`src/rtl/mipsSettings.svh`:
```
`ifndef MIPS_SETTINGS_SVH
`define MIPS_SETTINGS_SVH

// Instruction queue slots, also the sender's starting credit count
`define MIPS_QUEUE_DEPTH 4

// Data memory depth in 32-bit words
`define MIPS_DMEM_WORDS 64

// Opcodes, bits 31:26
`define MIPS_OP_RTYPE 6'h00
`define MIPS_OP_ADDI  6'h08
`define MIPS_OP_LW    6'h23
`define MIPS_OP_SW    6'h2B

// R-type funct codes, bits 5:0
`define MIPS_FN_ADD 6'h20
`define MIPS_FN_SUB 6'h22
`define MIPS_FN_AND 6'h24
`define MIPS_FN_OR  6'h25
`define MIPS_FN_SLT 6'h2A
`define MIPS_FN_SLL 6'h00  // Shared with the all-zero nop word

`endif

```
`src/rtl/mipsPkg.sv`:
```
package mipsPkg;

  typedef logic [31:0] word_t;     // Data word or raw instruction
  typedef logic [4:0]  regAddr_t;  // Register number
  typedef logic [2:0]  aluOp_t;    // ALU operation select

  // ALU operations
  localparam aluOp_t aluAdd = 3'd0;
  localparam aluOp_t aluSub = 3'd1;
  localparam aluOp_t aluAnd = 3'd2;
  localparam aluOp_t aluOr  = 3'd3;
  localparam aluOp_t aluSlt = 3'd4;  // Signed compare
  localparam aluOp_t aluSll = 3'd5;  // Shift by shamt

  // Decode to execute register
  typedef struct packed {
    logic       valid;
    aluOp_t     aluOp;
    logic       aluSrcImm;  // Operand B is the immediate
    logic       memRead;
    logic       memWrite;
    logic       regWrite;
    regAddr_t   rs;
    regAddr_t   rt;
    regAddr_t   dest;       // Already rd or rt
    logic [4:0] shamt;
    word_t      readData1;
    word_t      readData2;
    word_t      imm;        // Sign-extended
  } decodeBundle_t;

  // Execute to result register
  typedef struct packed {
    logic     valid;
    logic     memRead;
    logic     memWrite;
    logic     regWrite;
    regAddr_t dest;
    word_t    aluResult;  // Also the load/store address
    word_t    storeData;  // Forwarded rt value
  } execBundle_t;

  // One register write
  typedef struct packed {
    regAddr_t dest;
    word_t    data;
  } wbResult_t;

endpackage

```
`src/rtl/registerFile.sv`:
```
module registerFile (
  input  logic               Clk,
  input  logic               rstN,
  input  mipsPkg::regAddr_t  rs,
  input  mipsPkg::regAddr_t  rt,
  output mipsPkg::word_t     readData1,
  output mipsPkg::word_t     readData2,
  input  logic               wbValid,
  input  mipsPkg::wbResult_t wbResult
);
  import mipsPkg::*;

  word_t regs [1:31];  // $zero has no storage

  // One read port, write data bypasses the array
  function automatic word_t readPort(input regAddr_t addr);
    if (addr == '0)
      return '0;
    else if (wbValid && wbResult.dest == addr)
      return wbResult.data;  // Same-cycle write wins
    else
      return regs[addr];
  endfunction

  always_comb begin
    readData1 = readPort(rs);
    readData2 = readPort(rt);
  end

  always_ff @(posedge Clk or negedge rstN) begin
    if (!rstN) begin
      for (int i = 1; i < 32; i++)
        regs[i] <= '0;
    end else if (wbValid && wbResult.dest != '0) begin
      regs[wbResult.dest] <= wbResult.data;
    end
  end

  // Result stage filters $zero writes before they get here
  assert property (@(posedge Clk) disable iff (!rstN) wbValid |-> wbResult.dest != '0)
    else $error("Write-back to register 0 requested");

endmodule

```
`config.mk`:
```
export PLATFORM = sky130hd
export DESIGN_NAME = registerFile
export DESIGN_NICKNAME = d
export VERILOG_FILES = /design/src/rtl/mipsSettings.svh /design/src/rtl/mipsPkg.sv /design/src/rtl/registerFile.sv
export SDC_FILE = /design/constraint.sdc
export NUM_CORES = 2
export LEC_CHECK = 0
export BUFFER_PORTS_ARGS = -buffer_cell sky130_fd_sc_hd__buf_2
export CORE_MARGIN = 5
export CORE_UTILIZATION = 55
export DETAILED_ROUTE_END_ITERATION = 7
export HOLD_SLACK_MARGIN = 0.08
export PLACE_DENSITY = 0.71
export RECOVER_POWER = 25
export SLEW_MARGIN = 20
export SYNTH_ARGS = -nofsm -noshare
export SYNTH_HDL_FRONTEND = slang
export SYNTH_SLANG_ARGS = --single-unit
```
`constraint.sdc`:
```
create_clock -name Clk -period 2.8 [get_ports Clk]
set_clock_uncertainty 0.2 [all_clocks]
set_input_delay 0.28 -clock Clk [delete_from_list [all_inputs] [get_ports Clk]]
set_output_delay 0.28 -clock Clk [all_outputs]
set_load 0.01 [all_outputs]
```
==> results.cfg <==
[cts]
clock-root-buffer = clkbuf_16
clk_pin_slew_ns = 0.06
insertion_delay_ns = 0.67
cts_sinks = 992
clk_path_buf_depth = 3
cts_tree = done
numCtsBuffers = 104
htree_levels = 3

[floorplanning]
dieWidth_um = 325
core.rowCount = 115
die_area_um2 = 106000
die_h_um = 325
io_pins = 114
start_util_pct = 55.5
core_um2 = 98600

[logic_synthesis]
synthAdderAreaFrac_pct = 0
yosysSeqAreaShare_pct = 45.4
ys_types = 50
yosys.area_share.simple_pct = 2.18
synth_area_um2 = 54700
yosys-mux-area-fraction_pct = 40.5
yosysWarnings = 0
ys_ff_latch = 992
synth-compound-area-share_pct = 7.44
synth_top_family_by_area = multiplexers
syn_avg_cell_area_um2 = 14.0
synth-xor-area-share_pct = 0.188
synth_fp_nets = 3966
synthFlopType = dfrtp_1
async_reset_ff_share_pct = 100
synth-edff-count = 0
netlist_instances = 3916

[setup_path]
crit_buf_inv = 1
crit_type = reg -> out
arrival_ns = 2.51
r2r-start = regs[11]
worstSetupEndpoint = readData2[17]
worstPathRequired_ns = 2.32
crit_chain = mux2_2 -> o22ai_1 -> a221o_1 -> a211oi_1 -> o221a_1 -> buf_2
slowest_stage = a211oi_1
critPathLaunch = regs[785]
rr_worst_depth = 3
crit_family = compound AO/OA/AOI/OAI gates
reg2reg_to = regs[11]
start_kind = flop
endpoint_kind = output pin
crit_cells = 6
max_stage_delay_ns = 0.49
r2r_setup_slack_ns = 1.58
crit_path_max_fanout = 3

[global_routing]
antenna_found_initial = 17
grt_overflow = 0
first_global_vias = 40500
track_usage_pct = 35.7
grt_pass1_wl_um = 280000
grt_start_max_net_pins = 112

[sta]
rsz0062_at_grt = true
max_slew.worst_pin.slew_ns = 1.51
setup_viol = 54
finalCritPeriodShare_pct = 107
maxSlewHeadroom_pct = -0.741
hold_viol = 0
maxSlewViolCount = 12
layout_setup_ws_ns = -0.193
post-route-min-period_ns = 2.99
fmax_mhz = 334

[finish]
mostFrequentLayoutCells = mux2_2 (1066), dfrtp_1 (992), buf_4 (327), mux2i_1 (323), mux4_2 (285)
largest_register_ffs = 992
fin_nets = 4233
final_area_um2 = 65300
top_register = regs
n_fill_cell = 7002
final_common_cell = mux2_2
drive_gt1_share_pct = 55.5
final_util_pct = 66.3
top_regs = regs (992)
syn2layout_area_growth_pct = 19.4

[power]
vdd_ir_drop_max_uv = 527
pwr_density_cell_nw_per_um2 = 687
leakage_nw = 28.8

[run_status]
violations = capacitance limit, slew limit, setup timing
status = complete, but fails checks

[routing]
final_antenna_net_count = 0
drtIter0Drc = 4580
vias = 39500
routed_wl_um = 192000
avgRoutedWirePerCell_um = 34.5
viasPerCell = 7.08
drc = 0
drt_pre_antenna_iters = 6

[place]
portBuffers = 113
dpl_cell_area_um2 = 59100
place_hpwl_um = 120000
gp_congestion = 0.898

[worst_hold_path]
hp-class = in -> reg

[job]
drv_cap = 1
[layout make-up]
| class | instances | area (µm²) | area share (%) |
|---|---|---|---|
| diodes | 11 | 27.5 | 0.0421 |
| multi-input cells | 2489 | 29300 | 44.9 |
| clock buffers | 142 | 3020 | 4.62 |
| inverters | 1 | 3.75 | 0.00574 |
| flip-flops and latches | 992 | 24800 | 38.0 |
| well taps | 1287 | 1610 | 2.46 |
| clock inverters | 54 | 621 | 0.950 |
| repair buffers | 595 | 5900 | 9.03 |
[logic make-up (layout without fill, tap and decap cells)]
kind of cell    Yosys count  in the layout
other cells               0             11
buf+inv                 435            792
mux                    1723           1723
simple gates            239            239
flops                   992            992
xor+xnor                 10             10
compound gates          517            517
[how the worst min path moves through the flow]
stage	start	endpoint	slack, ns	cells after the start
CTS	wbResult[6]	regs[966]	0.08	2
detailed placement	rstN	regs[231]	0.03	1
global placement	rstN	regs[135]	0.03	1
finish	wbResult[15]	regs[623]	0.11	3
global route	wbResult[6]	regs[774]	0.11	2
floorplan	rstN	regs[0]	-0.22	0
[synth_stat cells (all sizes together), types with 25 or more instances]
cell type	instances	area, µm²
nand2	85	319
o21ai	31	155
nor2	42	168
buf	266	1710
a22oi	152	1140
a221o	68	681
nand2b	52	325
mux4	285	6420
nand3	25	125
mux2	1095	12300
a221oi	31	272
mux2i	343	3430
a211oi	47	353
dfrtp	992	24800
o221a	48	541
clkbuf	168	632
a21oi	48	240
[routing by layer]
metal,vias to the layer above,global-route usage [%],share of wire [%]
met2,2381,53.8,45
met3,639,10.8,11
met4,14,18.3,6.1
met5,-,0,0.051
met1,20700,47.0,38
li1,15700,-,-
[where the power goes]
part	switching [mW]	internal (mW)	leakage, nW	total (mW)
Combinational	4.62	6.18	14.3	10.8
Clock	6.10	8.67	1.80	14.8
Sequential	2.17	17.2	12.7	19.3
[through the flow]
| step | setup WS (ns) | hold WS [ns] | total power [mW] | instances | TNS, ns |
|---|---|---|---|---|---|
| after floorplan | 0.513 | -0.216 | 25.5 | 3916 | 0 |
| after global placement | -0.121 | 0.0257 | 28.5 | 5265 | -0.596 |
| after detailed placement | -0.186 | 0.0272 | 28.9 | 5265 | -0.636 |
| after CTS | -0.183 | 0.0818 | 44.4 | 5537 | -3.90 |
| after global routing | -0.202 | 0.112 | 46.5 | 5566 | -6.62 |
| final | -0.193 | 0.112 | 44.9 | 5571 | -3.34 |
[repair_timing]
action                      CTS  global route
cloned                        0             0
resized for setup           253            92
setup endpoints to repair    62            64
hold endpoints to repair   1638             0
pin swaps                   103            71
buffers inserted             59            25
hold buffers                 31             0
[worst reg2reg max path: cells and delay by family, from the launching register on]
kind                   cells  cell delay [ns]
flip-flops                 1             0.40
buffers and inverters      2             0.26
multiplexers               1             0.25
No activity file was read; power rests on OpenSTA's default activity.
