File: src/rtl/mipsSettings.svh
`ifndef MIPS_SETTINGS_SVH
`define MIPS_SETTINGS_SVH

// Instruction queue slots, also the sender's starting credit count
`define MIPS_QUEUE_DEPTH 4

// Data memory depth in 32-bit words
`define MIPS_DMEM_WORDS 64

// Opcodes, bits 31:26
`define MIPS_OP_RTYPE 6'h00
`define MIPS_OP_ADDI  6'h08
`define MIPS_OP_LW    6'h23
`define MIPS_OP_SW    6'h2B

// R-type funct codes, bits 5:0
`define MIPS_FN_ADD 6'h20
`define MIPS_FN_SUB 6'h22
`define MIPS_FN_AND 6'h24
`define MIPS_FN_OR  6'h25
`define MIPS_FN_SLT 6'h2A
`define MIPS_FN_SLL 6'h00  // Shared with the all-zero nop word

`endif

File: src/rtl/mipsPkg.sv
package mipsPkg;

  typedef logic [31:0] word_t;     // Data word or raw instruction
  typedef logic [4:0]  regAddr_t;  // Register number
  typedef logic [2:0]  aluOp_t;    // ALU operation select

  // ALU operations
  localparam aluOp_t aluAdd = 3'd0;
  localparam aluOp_t aluSub = 3'd1;
  localparam aluOp_t aluAnd = 3'd2;
  localparam aluOp_t aluOr  = 3'd3;
  localparam aluOp_t aluSlt = 3'd4;  // Signed compare
  localparam aluOp_t aluSll = 3'd5;  // Shift by shamt

  // Decode to execute register
  typedef struct packed {
    logic       valid;
    aluOp_t     aluOp;
    logic       aluSrcImm;  // Operand B is the immediate
    logic       memRead;
    logic       memWrite;
    logic       regWrite;
    regAddr_t   rs;
    regAddr_t   rt;
    regAddr_t   dest;       // Already rd or rt
    logic [4:0] shamt;
    word_t      readData1;
    word_t      readData2;
    word_t      imm;        // Sign-extended
  } decodeBundle_t;

  // Execute to result register
  typedef struct packed {
    logic     valid;
    logic     memRead;
    logic     memWrite;
    logic     regWrite;
    regAddr_t dest;
    word_t    aluResult;  // Also the load/store address
    word_t    storeData;  // Forwarded rt value
  } execBundle_t;

  // One register write
  typedef struct packed {
    regAddr_t dest;
    word_t    data;
  } wbResult_t;

endpackage

File: src/rtl/resultStage.sv
`include "mipsSettings.svh"

module resultStage (
  input  logic                 Clk,
  input  logic                 rstN,
  input  mipsPkg::execBundle_t execIn,
  output logic                 wbValid,
  output mipsPkg::wbResult_t   wbResult
);
  import mipsPkg::*;

  localparam int idxW = $clog2(`MIPS_DMEM_WORDS);

  word_t           dataMem [`MIPS_DMEM_WORDS];
  logic [idxW-1:0] wordIdx;
  word_t           loadData;

  assign wordIdx  = execIn.aluResult[idxW+1:2];  // Byte offset dropped
  assign loadData = dataMem[wordIdx];            // Async read

  // Stores land at the edge
  always_ff @(posedge Clk or negedge rstN) begin
    if (!rstN) begin
      for (int i = 0; i < `MIPS_DMEM_WORDS; i++)
        dataMem[i] <= '0;
    end else if (execIn.valid && execIn.memWrite) begin
      dataMem[wordIdx] <= execIn.storeData;
    end
  end

  // Write-back select and result register
  always_ff @(posedge Clk or negedge rstN) begin
    if (!rstN) begin
      wbValid  <= 1'b0;
      wbResult <= '0;
    end else begin
      wbValid       <= execIn.valid && execIn.regWrite && (execIn.dest != '0);
      wbResult.dest <= execIn.dest;
      wbResult.data <= execIn.memRead ? loadData : execIn.aluResult;
    end
  end

  // Decode never sets both memory controls
  assert property (@(posedge Clk) disable iff (!rstN)
    execIn.valid |-> !(execIn.memRead && execIn.memWrite))
    else $error("Load and store flagged together");

endmodule

File: config.mk
export PLATFORM = sky130hd
export DESIGN_NAME = resultStage
export DESIGN_NICKNAME = d
export VERILOG_FILES = /design/src/rtl/mipsPkg.sv /design/src/rtl/resultStage.sv
export VERILOG_INCLUDE_DIRS = /design/src /design/src/rtl
export SDC_FILE = /design/constraint.sdc
export NUM_CORES = 2
export LEC_CHECK = 0
export ABC_AREA = 0
export BUFFER_PORTS_ARGS = -buffer_cell sky130_fd_sc_hd__buf_4
export CORE_UTILIZATION = 60
export CTS_BUF_LIST = sky130_fd_sc_hd__clkbuf_2 sky130_fd_sc_hd__clkbuf_4 sky130_fd_sc_hd__clkbuf_8
export DETAILED_ROUTE_END_ITERATION = 8
export PLACE_DENSITY = 0.76
export SYNTH_ARGS = -nofsm -noshare
export SYNTH_HDL_FRONTEND = slang
export SYNTH_SLANG_ARGS = --single-unit
File: constraint.sdc
create_clock -name Clk -period 2.1 [get_ports Clk]
set_input_delay 0.42 -clock Clk [delete_from_list [all_inputs] [get_ports Clk]]
set_output_delay 0.42 -clock Clk [all_outputs]
set_load 0.005 [all_outputs]
==> metrics <==
status finished, violations left; violated checks setup timing; I/O pin total 113; Fin Clk Skew 0.0751 ns; CTS Sinks 2,086; Core Rows 145; Max Cap Viol 0; fin util 72.6%; Non-Filler Instances 9,671; worst rel slew slack 42.9%; maximum vdd drop 0.000599 V; # setup viols final 23; die area 159,000 um2; min cycle time layout 2.30 ns; Syn-to-layout area delta 20.0%; final net count 7,433; GRT Residual Overflow 0; Pins Over Slew Limit 0; Synth Area per Inst 14.2 um2; critical path startpoint category register; TritonRoute pass-1 iters 7; GRT Overall Usage 41.2%; CP startpoint dataMem[539]; CTS Root Cell clkbuf_8; Post-synth top flop dfrtp_1; starting density of the core 60.5%; crit-path max FO 2; Peak Freq 435 MHz; synthesized area 94,600 um2; R2R Path End wbResult[27]; Die Y-Extent 399 um; Reg area 52,200 um2; Multi-input gate area 40,200 um2; Wirelength per Cell 33.6 um; DP Cell Count 9,008; share of flip-flops with an asynchronous set or reset 100%; Final Worst Setup Slack -0.196 ns; htree depth 5; via count 67.0k; Final Hold Vio Count 0; slowest cell on the critical path mux4_2; global-route wire length before repair 477 mm; Syn. warnings 0; CTS tree yes; GPL Wtd Cong 0.952; Seq/Total Area, Yosys 55.2%; unrepaired setup endpoints after global routing yes; Worst R2R Setup Slack -0.20 ns; HP Class in -> reg; commonest non-fill, non-tap cell in the layout mux2_2; layout cell share with drive strength beyond 1 53.3%; pre-CTS setup slack -1.46 ns; CP endpoint wbResult[27]; CP cell instances mux4_2 > mux2i_2 > buf_4 > nor2_4 > a221oi_4 > buf_6 > o211ai_1 > o32a_1; FF-to-FF path depth 8; DPL Wire Length 212 mm; Post-synth EDFFs 0; WS Path Type reg -> reg; clk buf depth 4; Gate Count Post-Synth 6,672; slowest stage delay, CP 0.48 ns; clock latency on the worst-skew pair 1.10 ns; drt drc 0; register bit total from synthesis 2,086; final worst path period share 109%; PortBufs 112; number of global-route vias before repair 69.6k; largest net degree at the start of global routing 109; die extent in x 399 um; Mapped Nets 6,747; PD cells 834 nW/um2; CORE AREA 156,000 um2; CP required 3.06 ns; post-route ant nets 0; Total Neg Setup Slack -1.30 ns; leakage 54.1 nW; post-synth cell types 70; launching point of the worst reg2reg path dataMem[539]; Routed WL 325 mm; clock-pin slew on the worst setup and hold paths 0.06 ns; antenna violations before repair 12; Crit. End Element register; Worst-Margin Slew 0.857 ns; FILL cells 9,810; Total Power 94.7 mW; cts bufs inserted 349; vias per cell 6.93; Worst Path Arrival 3.25 ns; most frequent cells in the layout mux2_2 (2,137), dfrtp_1 (2,074), buf_4 (707); DRT iter0 DRCs 8,463
[final cells by class]
type | instances | area share, %
diodes | 6 | 0.0132
repair buffers | 1045 | 9.93
well taps | 2058 | 2.27
flip-flops and latches | 2086 | 46.0
clock inverters | 28 | 0.254
clock buffers | 572 | 6.18
inverters | 4 | 0.0220
multi-input cells | 3872 | 35.4
[critical path: cells and delay by family (launching register included)]
kind / cells / cell delay (ns)
AOI/OAI and AO/OA: 3 / 0.68
buffers and inverters: 2 / 0.33
DFF: 1 / 0.39
and+or+nand+nor: 1 / 0.07
muxes: 2 / 0.67
[repair_timing]
action / 4_1_cts / 5_1_grt
endpoints found under the setup margin: 41 / 68
buffers inserted: 0 / 1
hold endpoints to repair: 2391 / 0
cloned: 0 / 1
gates resized for setup: 81 / 51
pin swaps: 16 / 29
hold buffers: 59 / 0
[registers in the layout (all words and copies together) (netlist names)]
| register | count |
|---|---|
| dataMem | 2048 |
| wbResult | 37 |
| wbValid | 1 |
[worst min path at each step]
stage	startpoint	end	cells after the start
2_1_floorplan	rstN	dataMem[0]	0
3_3_place_gp	rstN	dataMem[225]	1
3_5_place_dp	rstN	dataMem[3]	1
4_1_cts	execIn[4]	dataMem[68]	2
5_1_grt	execIn[9]	dataMem[297]	2
6_report	execIn[9]	dataMem[425]	2
[Yosys cell counts (12+ instances only)]
| cell type | number | area, um2 |
|---|---|---|
| mux2_1 | 99 | 1110 |
| dfrtp_1 | 2086 | 52200 |
| nor2_1 | 167 | 627 |
| mux2_2 | 2139 | 24100 |
| buf_6 | 12 | 135 |
| nand2_1 | 101 | 379 |
| nand3_1 | 20 | 100 |
| a211oi_1 | 19 | 143 |
| a22oi_1 | 166 | 1250 |
| a221o_1 | 57 | 571 |
| mux4_2 | 150 | 3380 |
| buf_1 | 55 | 206 |
| mux2i_1 | 190 | 1900 |
| o2bb2ai_1 | 22 | 193 |
| a221oi_1 | 199 | 1740 |
| o22ai_1 | 77 | 482 |
| clkbuf_1 | 286 | 1070 |
| a22o_1 | 42 | 368 |
| a31oi_1 | 27 | 169 |
| o32a_1 | 19 | 190 |
| a222oi_1 | 16 | 160 |
| o21ai_0 | 107 | 536 |
| buf_2 | 293 | 1470 |
| o221ai_1 | 16 | 140 |
| a21oi_1 | 113 | 566 |
| buf_4 | 64 | 480 |
[per-stage QoR]
stage / hold WS [ns] / instance area [um2]
floorplan: 0.124 / 95000
global placement: 0.328 / 105000
detailed placement: 0.336 / 105000
CTS: 0.000447 / 113000
global route: 0.0592 / 114000
finish: 0.0517 / 114000
[metal layers]
metal | GRT usage, % | part of all wire [%] | wire length, um | up-vias
met1 | 55.2 | 37 | 121000 | 35112
met5 | 0 | 0.014 | 47 | -
met4 | 21.7 | 6.1 | 19700 | 8
met2 | 60.2 | 44 | 143000 | 4467
li1 | - | - | - | 26215
met3 | 13.1 | 13 | 41000 | 1204
[power breakdown]
part / total [mW] / switching, mW / internal [mW]
combinational: 11.3 / 5.87 / 5.42
clock: 38.1 / 16.5 / 21.6
sequential: 45.3 / 1.81 / 43.5
[logic make-up (layout without fill, tap and decap cells)]
kind of cell | count (synthesis) | after routing | synth area share [%]
multiplexers | 2579 | 2579 | 32.2
AO/OA/AOI/OAI | 937 | 937 | 7.39
buffers and inverters | 714 | 1649 | 3.57
other | 0 | 6 | 0
flip-flops | 2086 | 2086 | 55.2
AND/OR/NAND/NOR | 356 | 356 | 1.67
(Power assumes the default switching activity.)
