### config.mk
export PLATFORM = sky130hd
export DESIGN_NAME = decodeStage
export DESIGN_NICKNAME = d
export VERILOG_FILES = /design/src/rtl/mipsPkg.sv /design/src/rtl/decodeStage.sv
export VERILOG_INCLUDE_DIRS = /design/src /design/src/rtl
export SDC_FILE = /design/constraint.sdc
export NUM_CORES = 1
export LEC_CHECK = 0
export BUFFER_PORTS_ARGS = -buffer_cell sky130_fd_sc_hd__buf_2
export CAP_MARGIN = 20
export CORE_ASPECT_RATIO = 0.6
export CORE_MARGIN = 5
export CORE_UTILIZATION = 35
export CTS_CLUSTER_DIAMETER = 50
export DETAILED_ROUTE_END_ITERATION = 8
export GPL_TIMING_DRIVEN = 0
export PLACE_DENSITY = 0.57
export SYNTH_ARGS = -nofsm -noshare
export SYNTH_HDL_FRONTEND = slang
export SYNTH_SLANG_ARGS = --single-unit
### constraint.sdc
create_clock -name Clk -period 4 [get_ports Clk]
set_input_delay 1.2 -clock Clk [delete_from_list [all_inputs] [get_ports Clk]]
set_output_delay 1.2 -clock Clk [all_outputs]
set_load 0.01 [all_outputs]
### src/rtl/mipsSettings.svh
`ifndef MIPS_SETTINGS_SVH
`define MIPS_SETTINGS_SVH

// Instruction queue slots, also the sender's starting credit count
`define MIPS_QUEUE_DEPTH 4

// Data memory depth in 32-bit words
`define MIPS_DMEM_WORDS 64

// Opcodes, bits 31:26
`define MIPS_OP_RTYPE 6'h00
`define MIPS_OP_ADDI  6'h08
`define MIPS_OP_LW    6'h23
`define MIPS_OP_SW    6'h2B

// R-type funct codes, bits 5:0
`define MIPS_FN_ADD 6'h20
`define MIPS_FN_SUB 6'h22
`define MIPS_FN_AND 6'h24
`define MIPS_FN_OR  6'h25
`define MIPS_FN_SLT 6'h2A
`define MIPS_FN_SLL 6'h00  // Shared with the all-zero nop word

`endif

### src/rtl/mipsPkg.sv
package mipsPkg;

  typedef logic [31:0] word_t;     // Data word or raw instruction
  typedef logic [4:0]  regAddr_t;  // Register number
  typedef logic [2:0]  aluOp_t;    // ALU operation select

  // ALU operations
  localparam aluOp_t aluAdd = 3'd0;
  localparam aluOp_t aluSub = 3'd1;
  localparam aluOp_t aluAnd = 3'd2;
  localparam aluOp_t aluOr  = 3'd3;
  localparam aluOp_t aluSlt = 3'd4;  // Signed compare
  localparam aluOp_t aluSll = 3'd5;  // Shift by shamt

  // Decode to execute register
  typedef struct packed {
    logic       valid;
    aluOp_t     aluOp;
    logic       aluSrcImm;  // Operand B is the immediate
    logic       memRead;
    logic       memWrite;
    logic       regWrite;
    regAddr_t   rs;
    regAddr_t   rt;
    regAddr_t   dest;       // Already rd or rt
    logic [4:0] shamt;
    word_t      readData1;
    word_t      readData2;
    word_t      imm;        // Sign-extended
  } decodeBundle_t;

  // Execute to result register
  typedef struct packed {
    logic     valid;
    logic     memRead;
    logic     memWrite;
    logic     regWrite;
    regAddr_t dest;
    word_t    aluResult;  // Also the load/store address
    word_t    storeData;  // Forwarded rt value
  } execBundle_t;

  // One register write
  typedef struct packed {
    regAddr_t dest;
    word_t    data;
  } wbResult_t;

endpackage

### src/rtl/decodeStage.sv
`include "mipsSettings.svh"

module decodeStage (
  input  logic                   Clk,
  input  logic                   rstN,
  input  logic                   instrValid,
  input  mipsPkg::word_t         instr,
  output logic                   instrCredit,
  output mipsPkg::regAddr_t      rs,
  output mipsPkg::regAddr_t      rt,
  input  mipsPkg::word_t         readData1,
  input  mipsPkg::word_t         readData2,
  output mipsPkg::decodeBundle_t decodeOut
);
  import mipsPkg::*;

  localparam int ptrW = $clog2(`MIPS_QUEUE_DEPTH);
  localparam int cntW = $clog2(`MIPS_QUEUE_DEPTH + 1);

  word_t         queueMem [`MIPS_QUEUE_DEPTH];  // Circular instruction buffer
  logic [ptrW-1:0] wrPtr;
  logic [ptrW-1:0] rdPtr;
  logic [cntW-1:0] queueCount;
  logic          queueEmpty;
  logic          queueFull;
  logic          loadUseStall;
  logic          popEn;
  word_t         head;
  logic [5:0]    opcode;
  logic [5:0]    funct;
  regAddr_t      rd;
  decodeBundle_t nextBundle;

  function automatic logic [ptrW-1:0] nextPtr(input logic [ptrW-1:0] ptr);
    return (ptr == ptrW'(`MIPS_QUEUE_DEPTH - 1)) ? '0 : ptr + 1'b1;
  endfunction

  assign queueEmpty = (queueCount == '0);
  assign queueFull  = (queueCount == cntW'(`MIPS_QUEUE_DEPTH));
  assign head       = queueMem[rdPtr];

  // Field split of the head instruction
  assign opcode = head[31:26];
  assign rs     = head[25:21];  // Straight to the register file
  assign rt     = head[20:16];
  assign rd     = head[15:11];
  assign funct  = head[5:0];

  // Load one slot ahead whose dest feeds the head
  assign loadUseStall = decodeOut.valid && decodeOut.memRead && (decodeOut.dest != '0) &&
                        ((decodeOut.dest == rs) || (decodeOut.dest == rt));
  assign popEn       = !queueEmpty && !loadUseStall;
  assign instrCredit = popEn;  // Credit leaves with the instruction

  always_ff @(posedge Clk or negedge rstN) begin
    if (!rstN) begin
      wrPtr      <= '0;
      rdPtr      <= '0;
      queueCount <= '0;
    end else begin
      if (instrValid)
        wrPtr <= nextPtr(wrPtr);
      if (popEn)
        rdPtr <= nextPtr(rdPtr);
      queueCount <= queueCount + cntW'(instrValid) - cntW'(popEn);
    end
  end

  always_ff @(posedge Clk) begin
    if (instrValid)
      queueMem[wrPtr] <= instr;
  end

  // Control decode and sign extension
  always_comb begin
    nextBundle           = '0;  // Unknown encodings stay a no-op
    nextBundle.valid     = 1'b1;
    nextBundle.aluOp     = aluAdd;
    nextBundle.rs        = rs;
    nextBundle.rt        = rt;
    nextBundle.dest      = rt;  // I-type target
    nextBundle.shamt     = head[10:6];
    nextBundle.readData1 = readData1;
    nextBundle.readData2 = readData2;
    nextBundle.imm       = {{16{head[15]}}, head[15:0]};
    case (opcode)
      `MIPS_OP_RTYPE: begin
        nextBundle.dest     = rd;
        nextBundle.regWrite = 1'b1;
        case (funct)
          `MIPS_FN_ADD: nextBundle.aluOp = aluAdd;
          `MIPS_FN_SUB: nextBundle.aluOp = aluSub;
          `MIPS_FN_AND: nextBundle.aluOp = aluAnd;
          `MIPS_FN_OR:  nextBundle.aluOp = aluOr;
          `MIPS_FN_SLT: nextBundle.aluOp = aluSlt;
          `MIPS_FN_SLL: nextBundle.aluOp = aluSll;
          default:      nextBundle.regWrite = 1'b0;
        endcase
      end
      `MIPS_OP_ADDI: begin
        nextBundle.aluSrcImm = 1'b1;
        nextBundle.regWrite  = 1'b1;
      end
      `MIPS_OP_LW: begin
        nextBundle.aluSrcImm = 1'b1;  // Address is rs plus offset
        nextBundle.memRead   = 1'b1;
        nextBundle.regWrite  = 1'b1;
      end
      `MIPS_OP_SW: begin
        nextBundle.aluSrcImm = 1'b1;
        nextBundle.memWrite  = 1'b1;
      end
      default: nextBundle.regWrite = 1'b0;
    endcase
  end

  always_ff @(posedge Clk or negedge rstN) begin
    if (!rstN)
      decodeOut <= '0;
    else if (popEn)
      decodeOut <= nextBundle;
    else
      decodeOut <= '0;  // Bubble on stall or empty queue
  end

  // Sender spends a credit per push, so a full queue only takes a push it pops too
  assert property (@(posedge Clk) disable iff (!rstN) instrValid && queueFull |-> popEn)
    else $error("Instruction queue overflow");

  // Count and pointers are tracked apart and must agree
  assert property (@(posedge Clk) disable iff (!rstN)
    (wrPtr == rdPtr) == (queueEmpty || queueFull))
    else $error("Queue count disagrees with the pointers");

endmodule

==> results of run 1 <==
cell usage after synthesis, drive strengths merged, types with 2 or more instances:
cell type,count
ha,6
edfxtp,128
xnor2,10
mux2,3
mux4,30
nor3,17
clkbuf,8
buf,32
nor4,2
o21ai,5
and4,2
mux2i,5
dfrtp,110
a21oi,5
and3,4
nor2,8
nand2,4
inv,6
and2,94
worst max-delay path: cells and delay by family (launching register included):
| kind | cells | cell delay (ns) |
|---|---|---|
| buf+inv | 3 | 0.51 |
| mux | 1 | 0.57 |
| compound gates | 1 | 0.14 |
| flops | 1 | 0.38 |
| simple gates | 3 | 0.56 |
metal layers:
layer | vias up | global-route usage (%)
li1 | 2323 | -
met1 | 2575 | 19.4
met2 | 167 | 24.3
met3 | 42 | 5.23
met4 | 12 | 3.11
met5 | - | 0
registers in the layout, indices dropped and copies added (netlist names):
signal / cells
queueCount: 3
decodeOut: 103
wrPtr: 2
rdPtr: 2
queueMem: 128
metrics by stage:
step	instances	setup TNS (ns)	total power, W	util (%)	setup WS (ns)
after global routing	1116	0	0.00930	46.9	0.00469
after detailed placement	1051	-0.0844	0.00647	42.9	-0.0844
after floorplan	491	0	0.00521	-	0.772
after global placement	1046	-0.0295	0.00633	42.3	-0.0295
after CTS	1103	0	0.00876	46.4	0.00807
final	1116	0	0.00877	46.9	0.119
report_power, final:
part	internal, W	total (W)	leakage, nW	switching (W)
sequential	0.00320	0.00343	2.50	0.000236
clock	0.00125	0.00215	0.381	0.000907
combinational	0.00152	0.00319	2.04	0.00167
worst paths after layout:
| path | start | to | slack (ns) | depth (start not counted) |
|---|---|---|---|---|
| max in group asynchronous | rstN | decodeOut[45] | 2.59 | 2 |
| worst max-delay path | rdPtr[0] | instrCredit | 0.12 | 8 |
| worst max register to register | rdPtr[0] | queueCount[2] | 0.46 | 15 |
| worst min-delay path | queueCount[2] | queueCount[2] | 0.50 | 1 |
| worst min register to register | queueCount[2] | queueCount[2] | 0.50 | 1 |
| min in group asynchronous | rstN | decodeOut[84] | 0.67 | 1 |
area by class of cell:
type / instances / area share [%]
sequential: 238 / 57.5
multi-input combinational: 207 / 16.9
timing repair buffer: 260 / 12.8
clock buffer: 30 / 5.79
tap: 322 / 3.51
buffer: 39 / 2.46
clock inverter: 14 / 0.883
inverter: 6 / 0.196
layout by cell type, fill, tap and decap left out, drive strengths merged, types with 6 or more instances in the layout:
cell / count
clkbuf: 39
nor2: 8
mux4: 30
and2: 94
inv: 8
dfrtp: 110
clkinv: 11
xnor2: 10
edfxtp: 128
ha: 6
nor3: 17
buf: 290
repair_timing:
item                                    CTS  global route
endpoints found under the setup margin    1             1
gates resized for setup                   4            10
pin swaps                                 3             4
setup buffers                             8            14
hold buffers                              0             0
cell families (layout without fill, tap and decap cells):
family                     Yosys count  after routing
AOI/OAI and AO/OA                   15             15
xor gates and xnor gates            11             11
adders and majority gates            7              7
buffers and inverters               46            349
DFF                                238            238
muxes                               38             38
and+or+nand+nor                    136            136
==> metrics.yaml, run 1 <==
setup_viol: 0
synth_adder_area_share_pct: 1.08
power_density_mw_per_mm2: 765
cts_root_buf: "clkbuf_16"
cap_viol_max_count: 0
seq_area_mm2: 0.00660
grt_usage_pct: 14.8
dp_hpwl_mm: 15.4
met1_length_mm: 9.43
drtPass1Iterations: 4
grt_pass1_vias: 5503
clkSlewWorstSetupHoldPaths_ns: 0.06
rsz0062_at_grt: "no"
drt_iter0_drc: 277
cts_tree: "built"
yosysTopAreaCell: "edfxtp_1"
gr-total-overflow: 0
max_freq_mhz: 258
die_area_mm2: 0.0285
start_util_pct: 35.9
fin_area_mm2: 0.0115
yosys-top-cells-area: "edfxtp_1, dfrtp_1, mux4_2"
slew_violations: 0
slowest_stage: "mux4_2"
synth_top_family_by_area: "simple AND/OR/NAND/NOR gates"
synth_nets: 597
diodes: 0
drive_gt1_share_pct: 47.2
routed.top_layer: "met5"
vias: 5119
core_area_mm2: 0.0244
wl_met2_mm: 10.3
fin_crit_sh_pct: 97.0
cts_inserted_buffers: 24
synth_compound_area_share_pct: 1.07
hold_ws_ns: 0.497
wl_met3_mm: 1.45
rows: 44
async_reset_ff_share_pct: 46.2
finalCriticalPeriod_ns: 3.88
ys_seq_elements: 238
synth_xor_area_share_pct: 1.10
cp-start-kind: "flip-flop"
hold_viol: 0
p_leak_nw: 4.92
critical_path.max_fanout: 7
grt_max_degree: 73
arrival_ns: 2.68
synthCells: 491
gp_congestion: 0.835
clk_path_buf_depth: 3
path_class: "flip-flop to output pin"
htree_num_levels: 1
multi_input_area_mm2: 0.00193
drt-total-wl_mm: 21.7
synth-seq-area-share_pct: 75.1
end_kind: "output pin"
ios: 234
die_x_um: 215
synth.avg_cell_area_um2: 17.9
synth-edff-count: 128
slew_headroom_pct: 52.2
syn2layout_area_growth_pct: 30.7
vdd_drop_max_mv: 0.263
cp.required_ns: 2.80
synth_cell_types: 41
io_buffer_count: 233
syn_area_mm2: 0.00878
place_area_mm2: 0.0105
postRouteAntennaNets: 0
wire_per_inst_um: 19.4
fp.dieH_um: 133
outcome: "completed"
ys.flop_type: "edfxtp_1"
clock_latency_ns: 0.52
viasPerCell: 4.59
hp-class: "flip-flop to flip-flop"
slowest_delay_ns: 0.57
ys_warn_count: 0
synth_simple_gate_area_share_pct: 9.57
fin_worst_skew_ns: 0.0151
synth_top_cell_area_share_pct: 43.8
crit_chain: "buf_8 > mux4_2 > and2_4 > o21ai_2 > nor4_2 > buf_4 > nor3_4 > buf_2"
fillers: 2164
final_nets: 882
clkSinkCount: 238
antenna_found_initial: 6
muxShareOfSynthArea_pct: 8.73
worst_pin_slew_ns: 0.718
drcViolationCount: 0
grt_first_pass_wirelength_mm: 32.8
(Power assumes the default switching activity.)
==> run 2: changes to the inputs <==
--- a/config.mk
+++ b/config.mk
@@ -6,7 +6,7 @@
 export SDC_FILE = /design/constraint.sdc
 export NUM_CORES = 1
 export LEC_CHECK = 0
-export BUFFER_PORTS_ARGS = -buffer_cell sky130_fd_sc_hd__buf_2
+export BUFFER_PORTS_ARGS = -buffer_cell sky130_fd_sc_hd__clkbuf_2
 export CAP_MARGIN = 20
 export CORE_ASPECT_RATIO = 0.6
 export CORE_MARGIN = 5
@@ -15,6 +15,7 @@
 export DETAILED_ROUTE_END_ITERATION = 8
 export GPL_TIMING_DRIVEN = 0
 export PLACE_DENSITY = 0.57
+export REMOVE_ABC_BUFFERS = 1
 export SYNTH_ARGS = -nofsm -noshare
 export SYNTH_HDL_FRONTEND = slang
 export SYNTH_SLANG_ARGS = --single-unit
==> metrics.yaml, run 2 (synthesis gave the netlist of run 1 again) <==
vias: 4928
slew_headroom_pct: 41.2
core_area_mm2: 0.0244
r2r_cells: 15
grt_first_pass_wirelength_mm: 31.5
fp.dieH_um: 133
top_regs: "queueMem x128, decodeOut x103, queueCount x3"
postRouteAntennaNets: 0
largest_register_ffs: 128
hold_viol: 0
p_total_w: 0.00856
r2r_start: "rdPtr[0]"
mostFrequentLayoutCells: "clkbuf_2, edfxtp_1, dfrtp_1, and2_1, mux4_2"
drtPass1Iterations: 4
antenna_found_initial: 2
htree_num_levels: 1
drt_iter0_drc: 244
crit_chain: "buf_16 > mux4_2 > buf_6 > nor3_4 > o21ai_2 > nor4_4 > nor3_4 > buf_12 > clkbuf_2"
slowest_delay_ns: 0.51
clock_latency_ns: 0.52
outcome: "completed"
viasPerCell: 4.58
critical_path.max_fanout: 5
io_buffer_count: 233
grt_max_degree: 111
syn2layout_area_growth_pct: 28.3
gp_congestion: 0.780
rows: 44
slew_violations: 0
cts_tree: "built"
max_freq_mhz: 251
fillers: 2188
final_nets: 842
clkSlewWorstSetupHoldPaths_ns: 0.06
seq_area_mm2: 0.00660
place_area_mm2: 0.0103
stdcell_count: 1077
arrival_ns: 2.78
start_util_pct: 35.9
rsz0062_at_grt: "yes"
drt-total-wl_mm: 20.5
fin_util_pct: 46.1
cp-start-kind: "flip-flop"
grt_pass1_vias: 5273
fin_crit_sh_pct: 99.5
wire_per_inst_um: 19.0
r2r-end: "queueCount[1]"
cpMostUsedCell: "nor3_4"
grt_usage_pct: 14.3
critPathBufInv: 4
clk_path_buf_depth: 3
drcViolationCount: 0
ff2ff_setup_slack_ns: 0.50
clkSinkCount: 238
power_density_mw_per_mm2: 760
cap_viol_max_count: 0
cts_inserted_buffers: 25
hold_ws_ns: 0.489
slowest_stage: "dfrtp_4"
fin_worst_skew_ns: 0.0117
drive_gt1_share_pct: 45.6
min_to: "queueCount[2]"
hold_path_depth: 1
top_register: "queueMem"
multi_input_area_mm2: 0.00192
final_common_cell: "clkbuf_2"
die_area_mm2: 0.0285
ios: 234
hp-class: "flip-flop to flip-flop"
min_from: "queueCount[2]"
setup_viol: 0
worst_pin_slew_ns: 0.883
place_inst: 1015
p_leak_nw: 4.81
die_x_um: 215
crit_family: "simple AND/OR/NAND/NOR gates"
finalCriticalPeriod_ns: 3.98
dp_hpwl_mm: 13.7
gr-total-overflow: 0
end_kind: "output pin"
path_class: "flip-flop to output pin"
fin_area_mm2: 0.0113
cts_root_buf: "clkbuf_16"
cp.required_ns: 2.80
vdd_drop_max_mv: 0.283
-- run 2: power by group --
part,switching (W),total [W],leakage (nW),internal (W)
logic,0.00158,0.00296,1.92,0.00138
registers,0.000230,0.00343,2.50,0.00320
clock network,0.000947,0.00217,0.382,0.00122
-- run 2: timing repair --
item | in CTS | in global routing
pin swaps | 4 | 2
resized for setup | 5 | 2
buffers inserted | 12 | 3
gates cloned | 2 | 0
endpoints found under the setup margin | 1 | 1
hold buffers | 0 | 0
-- run 2: metrics by stage --
| step | worst slack (ns) | setup TNS [ns] |
|---|---|---|
| after global placement | -2.97 | -182.68 |
| after detailed placement | -0.188 | -0.188 |
| after floorplan | -1.08 | -17.19 |
| after CTS | 0.00490 | 0 |
| final | 0.0212 | 0 |
| after global routing | -0.0896 | -0.0896 |
-- run 2: how the worst max path moves through the flow --
stage | from | to | slack [ns] | cells past startpoint
6_report | rdPtr[0] | instrCredit | 0.02 | 9
5_1_grt | rdPtr[0] | instrCredit | -0.09 | 9
4_1_cts | rdPtr[0] | instrCredit | 0.005 | 8
3_5_place_dp | rdPtr[0] | instrCredit | -0.19 | 8
3_3_place_gp | rdPtr[0] | instrCredit | -2.97 | 6
2_1_floorplan | rdPtr[0] | queueCount[2] | -1.08 | 11
-- run 2: layer usage --
| layer | track usage (%) | share of wire (%) | vias up | routed length (um) |
|---|---|---|---|---|
| met1 | 19.4 | 44 | 2486 | 9120 |
| met5 | 0 | 0.12 | - | 25 |
| met2 | 23.0 | 47 | 170 | 9580 |
| li1 | - | - | 2238 | - |
| met3 | 4.61 | 7.0 | 30 | 1450 |
| met4 | 2.57 | 1.7 | 4 | 344 |
-- run 2: area by class of cell --
| type | instances | area share [%] |
|---|---|---|
| Sequential cell | 238 | 58.6 |
| Multi-Input combinational cell | 207 | 17.0 |
| Timing Repair Buffer | 258 | 13.7 |
| Clock buffer | 32 | 6.05 |
| Tap cell | 322 | 3.58 |
| Clock inverter | 13 | 0.822 |
| Inverter | 6 | 0.200 |
| Antenna cell | 1 | 0.0222 |
-- run 2: worst register-to-register path, cell delays in order (launching register included) --
cell     delay (ns)
dfrtp_4        0.51
buf_16         0.15
mux4_2         0.47
buf_6          0.15
nor3_4         0.15
o21ai_2        0.09
nor4_4         0.36
nor3_4         0.09
buf_12         0.17
buf_4          0.14
buf_4          0.18
mux2_2         0.27
ha_1           0.17
inv_1          0.06
fa_1           0.41
inv_1          0.07
